--- src/common/beam_fmt_pkg.sv ---
// beamformer numeric formats for samples and weights, with rounding and saturation constants
`default_nettype none

package beam_fmt_pkg;

    // beat shape
    localparam int num_channels = 4;
    localparam int num_lanes    = 8;

    // component widths, weights are Q0.7 fractions
    localparam int sample_w         = 16;
    localparam int weight_w         = 8;
    localparam int weight_frac_bits = 7;

    // a weight times a sample, and the sum of two such products
    localparam int product_w      = sample_w + weight_w;
    localparam int weighted_acc_w = product_w + 1;

    // four channels summed need two guard bits above a sample
    localparam int beam_sum_w    = sample_w + 2;
    localparam int combine_shift = 2;

    // half-up rounding adds half of the dropped LSB weight before the shift
    localparam int weight_round  = 1 << (weight_frac_bits - 1);
    localparam int combine_round = 1 << (combine_shift - 1);

    typedef logic signed [sample_w-1:0] sample_t;
    typedef logic signed [weight_w-1:0] weight_t;

    // saturation limits for one sample component
    localparam sample_t sample_max = {1'b0, {(sample_w - 1){1'b1}}};
    localparam sample_t sample_min = {1'b1, {(sample_w - 1){1'b0}}};

    // the most negative weight code cannot be represented below one in magnitude
    localparam weight_t weight_min = {1'b1, {(weight_w - 1){1'b0}}};

    typedef struct packed {
        sample_t re;
        sample_t im;
    } cplx_sample_t;

    typedef struct packed {
        weight_t re;
        weight_t im;
    } cplx_weight_t;

endpackage

`default_nettype wire

--- src/common/beam_stream_pkg.sv ---
// beamformer stream beats for the input, weighted and combined data paths
`default_nettype none

package beam_stream_pkg;

    // one channel's eight complex samples which also make up the output beam
    typedef beam_fmt_pkg::cplx_sample_t [beam_fmt_pkg::num_lanes-1:0] lane_vec_t;

    // one complex weight per antenna channel
    typedef beam_fmt_pkg::cplx_weight_t [beam_fmt_pkg::num_channels-1:0] weight_set_t;

    // all channels of one beat as carried by both the input and weighted streams
    typedef struct packed {
        lane_vec_t [beam_fmt_pkg::num_channels-1:0] samples;
        logic                                       last;
    } channel_beat_t;

    // the combined beam after channel summation
    typedef struct packed {
        lane_vec_t samples;
        logic      last;
    } beam_beat_t;

endpackage

`default_nettype wire

--- src/hw/channel_combiner.sv ---
// channel combiner, sums the weighted channels per lane and scales by a quarter with rounding
`timescale 1ns/1ps
`default_nettype none

module channel_combiner (
    input  wire beam_stream_pkg::channel_beat_t weighted,
    output beam_stream_pkg::beam_beat_t         beam
);

    // sum of one component across all channels, then divide by four half up
    function automatic beam_fmt_pkg::sample_t combine(
        input beam_fmt_pkg::sample_t parts [beam_fmt_pkg::num_channels]
    );
        logic signed [beam_fmt_pkg::beam_sum_w-1:0] sum;
        logic signed [beam_fmt_pkg::beam_sum_w-1:0] shifted;
        sum = '0;
        for (int ch = 0; ch < beam_fmt_pkg::num_channels; ch++) begin
            // the size cast sign-extends each 16-bit part into the 18-bit sum
            sum = sum + beam_fmt_pkg::beam_sum_w'(parts[ch]);
        end
        // four full-scale parts plus the bias still fit, so no clamp is needed
        sum     = sum + beam_fmt_pkg::beam_sum_w'(beam_fmt_pkg::combine_round);
        shifted = sum >>> beam_fmt_pkg::combine_shift;
        return shifted[beam_fmt_pkg::sample_w-1:0];
    endfunction

    always_comb begin
        beam_fmt_pkg::sample_t re_parts [beam_fmt_pkg::num_channels];
        beam_fmt_pkg::sample_t im_parts [beam_fmt_pkg::num_channels];
        for (int ln = 0; ln < beam_fmt_pkg::num_lanes; ln++) begin
            // gather lane ln of every channel
            for (int ch = 0; ch < beam_fmt_pkg::num_channels; ch++) begin
                re_parts[ch] = weighted.samples[ch][ln].re;
                im_parts[ch] = weighted.samples[ch][ln].im;
            end
            beam.samples[ln].re = combine(re_parts);
            beam.samples[ln].im = combine(im_parts);
        end
        beam.last = weighted.last;
    end

endmodule

`default_nettype wire

--- config.mk ---
export PLATFORM = sky130hd
export DESIGN_NAME = channel_combiner
export DESIGN_NICKNAME = d
export VERILOG_FILES = /design/src/common/beam_fmt_pkg.sv /design/src/common/beam_stream_pkg.sv /design/src/hw/channel_combiner.sv
export SDC_FILE = /design/constraint.sdc
export NUM_CORES = 1
export LEC_CHECK = 0
export BUFFER_PORTS_ARGS = -buffer_cell sky130_fd_sc_hd__buf_2
export CAP_MARGIN = 20
export CELL_PAD_IN_SITES_DETAIL_PLACEMENT = 0
export CELL_PAD_IN_SITES_GLOBAL_PLACEMENT = 1
export CORE_AREA = 4 4 499 501
export DETAILED_ROUTE_END_ITERATION = 10
export DIE_AREA = 0 0 503 505
export PLACE_DENSITY = 0.32
export SETUP_SLACK_MARGIN = 0.05
export SLEW_MARGIN = 20
export SYNTH_ARGS = -nofsm -noshare
export SYNTH_HDL_FRONTEND = slang
export SYNTH_SLANG_ARGS = --single-unit
--- constraint.sdc ---
create_clock -name vclk -period 2.8
set_input_delay 0 -clock vclk [all_inputs]
set_output_delay 0 -clock vclk [all_outputs]
set_load 0.05 [all_outputs]
==> impl_metrics.json, run 1 <==
{
  "synth_top_cells_by_area": "fa_1, inv_1, ha_1",
  "arrival_ns": 3.32,
  "vias_per_cell": 3.24,
  "irDropWorstVdd_v": 0.000927,
  "p_leak_uw": 0.0270,
  "grt_usage": 0.125,
  "dpl.hpwl_mm": 159,
  "crit_required_ns": 2.80,
  "cts_hold_buf": 0,
  "portBuffers": 1280,
  "synth-seq-area-share": 0,
  "grt_max_degree": 7,
  "maxSlewViolCount": 0,
  "violations": "setup timing",
  "start_util": 0.106,
  "overflow": 0,
  "max_slew_margin": 0.583,
  "seq_cell_count": 0,
  "drt_iter0_drc": 611,
  "synth_top_area_frac": 0.394,
  "nClkBuffers": 0,
  "crit_fanout": 4,
  "route.detailed.drc": 0,
  "core_area_mm2": 0.245,
  "antenna_found_initial": 185,
  "fin_total_pwr_uw": 53700,
  "final_common_cell": "inv_1",
  "ant_nets": 0,
  "ys_types": 72,
  "whs_ns": 0.000139,
  "period_share": 1.18,
  "path_class": "input port to output port",
  "final_nets": 6990,
  "end_kind": "output port",
  "min_period_ns": 3.32,
  "min_path_type": "input port to output port",
  "powerDensity_mw_per_mm2": 1060,
  "fmax_mhz": 302,
  "grt_pass1_wl_mm": 226,
  "worstHoldPathCells": 0,
  "regArea_um2": 0,
  "syn_inst": 3314,
  "hold_viol": 0,
  "grt_setup_unrepaired": "true",
  "finalWorstSetupSlack_ns": -0.515,
  "final-setup-viol-count": 157,
  "ios": 1282,
  "die_w_um": 503,
  "synth_nets": 5123,
  "placementRows": 182,
  "die_h_um": 505,
  "wirelength_mm": 164,
  "die-area_mm2": 0.254,
  "layout-drive-gt1-share": 0.501,
  "area_delta_synth_final_pct": 93.8,
  "worst_pin_slew_ns": 0.617,
  "outcome": "finished with violations",
  "place.gp.congestion": 0.824,
  "dp_slack_ns": -0.929,
  "grt_pass1_vias": 30674,
  "via_count": 27360,
  "yosys.area.top_type": "fa_1",
  "synth_warnings": 0,
  "drv_cap": 0,
  "layout_common_cells": "inv_1, buf_2, fa_1",
  "avgSynthCellArea_um2": 7.85,
  "syn_area_mm2": 0.0260,
  "routedWlPerCell_um": 19.4,
  "first_pass_iters": 4,
  "setup.worst_path.start_class": "input port"
}
stage by stage:
stage / setup TNS (ns) / area, µm² / utilization / instances
floorplan: -2.50 / 29000 / - / 3314
CTS: -34.52 / 48700 / 0.199 / 8344
detailed placement: -59.38 / 45400 / 0.186 / 8283
global placement: -60.36 / 45400 / 0.186 / 8283
finish: -31.42 / 50400 / 0.206 / 8438
global route: -52.97 / 50400 / 0.206 / 8414
layer usage:
layer	global-route usage	share of wire	vias to the layer above
met5	0	0.0034	-
met4	0.0183	0.021	90
met3	0.0421	0.089	276
met2	0.227	0.50	968
met1	0.143	0.38	12781
li1	-	-	13245
logic make-up after synthesis:
logic type | count (synthesis) | share of synthesized area
AO/OA/AOI/OAI | 438 | 0.115
AND/OR/NAND/NOR | 351 | 0.0669
multiplexers | 1 | 0.000385
buffers and inverters | 1522 | 0.220
adder cells (fa/ha/maj) | 784 | 0.525
XOR/XNOR | 218 | 0.0734
area by class of cell:
class                           count  area, µm²
Timing Repair Buffer             1866      14700
Multi-Input combinational cell   1792      25900
Tap cell                         3220       4030
Antenna cell                       39       97.6
Inverter                         1521       5790
Fill cell                       27428     194000
repair_timing:
action                                  in CTS  in global routing
resized for setup                          645                305
endpoints found under the setup margin     189                206
setup buffers                               70                 73
pin swaps                                  301                236
where the power goes:
part / leakage [µW] / total, µW / switching [µW] / internal [µW]
sequential: 0 / 0 / 0 / 0
clock: 0.000000247 / 0.00188 / 0 / 0.00188
combinational: 0.0270 / 53700 / 29300 / 24300
synthesized netlist by cell type (all sizes together), types with 3 or more instances:
library cell	number
a211o	3
o21bai	11
ha	272
a221o	4
a21bo	4
or3	6
and3b	7
a31oi	28
nand4b	8
xnor2	147
a21o	81
o311ai	3
a221oi	9
and4b	3
a2111oi	4
and3	27
o221ai	4
o2111ai	6
a21oi	134
nand2b	8
nor2b	13
nor2	111
nand2	66
nor4	3
or2	5
inv	1521
o31ai	3
and4	4
fa	512
nor3	44
a31o	3
a311oi	4
o211ai	11
and2	13
o22ai	3
o21ai	48
o21a	42
nand3	17
nand4	11
a21boi	8
xor2	71
a211oi	11
critical path, cell delays in order:
cell and delay, ns:
buf_2 0.08, inv_1 0.07, fa_1 0.61, fa_1 0.52, inv_1 0.04, ha_1 0.32, and3_1 0.22, and3_1 0.18
a221o_2 0.47, a21bo_4 0.27, a21oi_4 0.20, xnor2_4 0.14, buf_6 0.18
path summary, 6_finish.rpt:
kind	slack (ns)	end	from
min	0.0001	beam[0]	weighted[0]
max	-0.52	beam[208]	weighted[202]
Power figures use the tool's default switching activity.
==> run 2: changes to the inputs <==
--- a/config.mk
+++ b/config.mk
@@ -5,14 +5,14 @@
 export SDC_FILE = /design/constraint.sdc
 export NUM_CORES = 1
 export LEC_CHECK = 0
-export BUFFER_PORTS_ARGS = -buffer_cell sky130_fd_sc_hd__buf_2
 export CAP_MARGIN = 20
 export CELL_PAD_IN_SITES_DETAIL_PLACEMENT = 0
 export CELL_PAD_IN_SITES_GLOBAL_PLACEMENT = 1
-export CORE_AREA = 4 4 499 501
+export CORE_AREA = 4 4 491 493
 export DETAILED_ROUTE_END_ITERATION = 10
-export DIE_AREA = 0 0 503 505
-export PLACE_DENSITY = 0.32
+export DIE_AREA = 0 0 495 497
+export DONT_BUFFER_PORTS = 1
+export PLACE_DENSITY = 0.3
 export SETUP_SLACK_MARGIN = 0.05
 export SLEW_MARGIN = 20
 export SYNTH_ARGS = -nofsm -noshare
==> run 2 against run 1 <==
Effect of this change: the flow still finishes with violations (setup timing); critical path depth is 2 higher; non-clock buffer count shrank 1089; global-route usage fell by 1.1 points; highest routed layer unchanged.
==> impl_metrics.json, run 2 (synthesized netlist as in run 1, its figures left out) <==
{
  "outcome": "finished with violations",
  "violations": "setup timing",
  "grt_use_met3": 0.0250,
  "finalWorstSetupSlack_ns": -0.420,
  "dpl_cell_area_mm2": 0.0403,
  "final_nets": 5901,
  "fin_total_pwr_uw": 51200,
  "regArea_um2": 0,
  "period_share": 1.15,
  "worstPathCellList": "inv_8, fa_1, fa_1, inv_2, ha_4, a21oi_4, nor2b_4, o31a_1, buf_12, o31ai_4, buf_6, buf_4, nand2_4, a221oi_4, xnor2_4",
  "setup.worst_path.start_class": "input port",
  "min_period_ns": 3.22,
  "critPathTopFamily": "adder cells",
  "arrival_ns": 3.22,
  "grt_busiest_layer": "met2",
  "vias_per_cell": 3.16,
  "fin_cells": 7266,
  "grt_pass1_wl_mm": 200,
  "placementRows": 179,
  "start_util": 0.110,
  "wirelength_mm": 145,
  "layout_common_cells": "inv_1, buf_4, fa_1",
  "die-area_mm2": 0.246,
  "seq_cell_count": 0,
  "hold_viol": 0,
  "p_leak_uw": 0.0223,
  "irDropWorstVdd_v": 0.000703,
  "crit_fanout": 4,
  "antenna_found_initial": 26,
  "min_path_type": "input port to output port",
  "placedCellCount": 7187,
  "cpMaxStageDelayCell": "fa_1",
  "grt_pass1_vias": 26216,
  "worst_pin_slew_ns": 0.660,
  "ios": 1282,
  "crit_start": "weighted[517]",
  "route.detailed.drc": 0,
  "crit_required_ns": 2.80,
  "grt_setup_unrepaired": "true",
  "end_kind": "output port",
  "stdcell_area_mm2": 0.0439,
  "nClkBuffers": 0,
  "area_delta_synth_final_pct": 68.6,
  "first_pass_iters": 5,
  "place.gp.congestion": 0.884,
  "grt_use_met1": 0.129,
  "maxSlewViolCount": 0,
  "max_slew_margin": 0.555,
  "routedWlPerCell_um": 20.0,
  "worst_path_most_repeated_cell": "fa_1",
  "layout-drive-gt1-share": 0.359,
  "path_depth": 15,
  "die_h_um": 497,
  "whs_ns": 0.000328,
  "core_area_mm2": 0.237,
  "grtUsageMet2": 0.226,
  "dpl.hpwl_mm": 142,
  "path_class": "input port to output port",
  "overflow": 0,
  "crit_path_max_incr_delay_ns": 0.59,
  "powerDensity_mw_per_mm2": 1170,
  "critPathBufInv": 5,
  "die_w_um": 495,
  "grt_max_degree": 8,
  "portBuffers": 0,
  "cts_hold_buf": 0,
  "drv_cap": 0,
  "fmax_mhz": 311,
  "via_count": 22956,
  "final-setup-viol-count": 100,
  "grt_usage": 0.114,
  "drt_iter0_drc": 665,
  "final_common_cell": "inv_1",
  "ant_nets": 0,
  "crit_end": "beam[14]"
}
-- run 2: cell count changes in the layout (fill, tap and decap cells not counted), moves of 17 or more --
| cell | before | now |
|---|---|---|
| buf_2 | 999 | 0 |
| buf_6 | 220 | 96 |
| buf_4 | 453 | 510 |
| inv_2 | 123 | 84 |
| diode_2 | 39 | 9 |
| inv_1 | 1377 | 1396 |
| nor2_1 | 69 | 87 |
| fa_1 | 471 | 454 |
| fa_2 | 41 | 58 |
-- run 2: layout make-up --
type | count | area, µm²
Antenna cell | 9 | 22.5
Fill cell | 26666 | 193000
Inverter | 1521 | 5950
Multi-Input combinational cell | 1792 | 25600
Tap cell | 3167 | 3960
Timing Repair Buffer | 777 | 8290
-- run 2: routing by layer --
metal / wire [µm] / vias up
met5: 13 / -
met4: 972 / 2
met3: 8600 / 42
met2: 79600 / 704
met1: 56300 / 11168
li1: - / 11040
-- run 2: through the flow --
stage | TNS (ns) | worst slack, ns | utilization
finish | -15.68 | -0.420 | 0.185
global route | -31.48 | -0.536 | 0.185
CTS | -22.01 | -0.500 | 0.181
detailed placement | -36.72 | -0.745 | 0.170
global placement | -37.34 | -0.796 | 0.170
floorplan | -2.50 | -0.235 | -
-- run 2: repair_timing --
item                                    CTS  global route
pin swaps                               292           205
resized for setup                       503           211
endpoints found under the hold margin     0             0
buffers inserted                         64            45
endpoints found under the setup margin  165           182
-- run 2: worst min-delay path by stage --
stage,from,end,cells past startpoint
finish,weighted[0],beam[0],0
global route,weighted[0],beam[0],0
CTS,weighted[0],beam[0],0
detailed placement,weighted[0],beam[0],0
global placement,weighted[0],beam[0],0
floorplan,weighted[0],beam[0],1
-- run 2: power by group --
| group | switching (µW) | total [µW] | internal, µW |
|---|---|---|---|
| clock network | 0 | 0.000435 | 0.000435 |
| logic | 28600 | 51200 | 22600 |
| registers | 0 | 0 | 0 |
| total | 28600 | 51200 | 22600 |
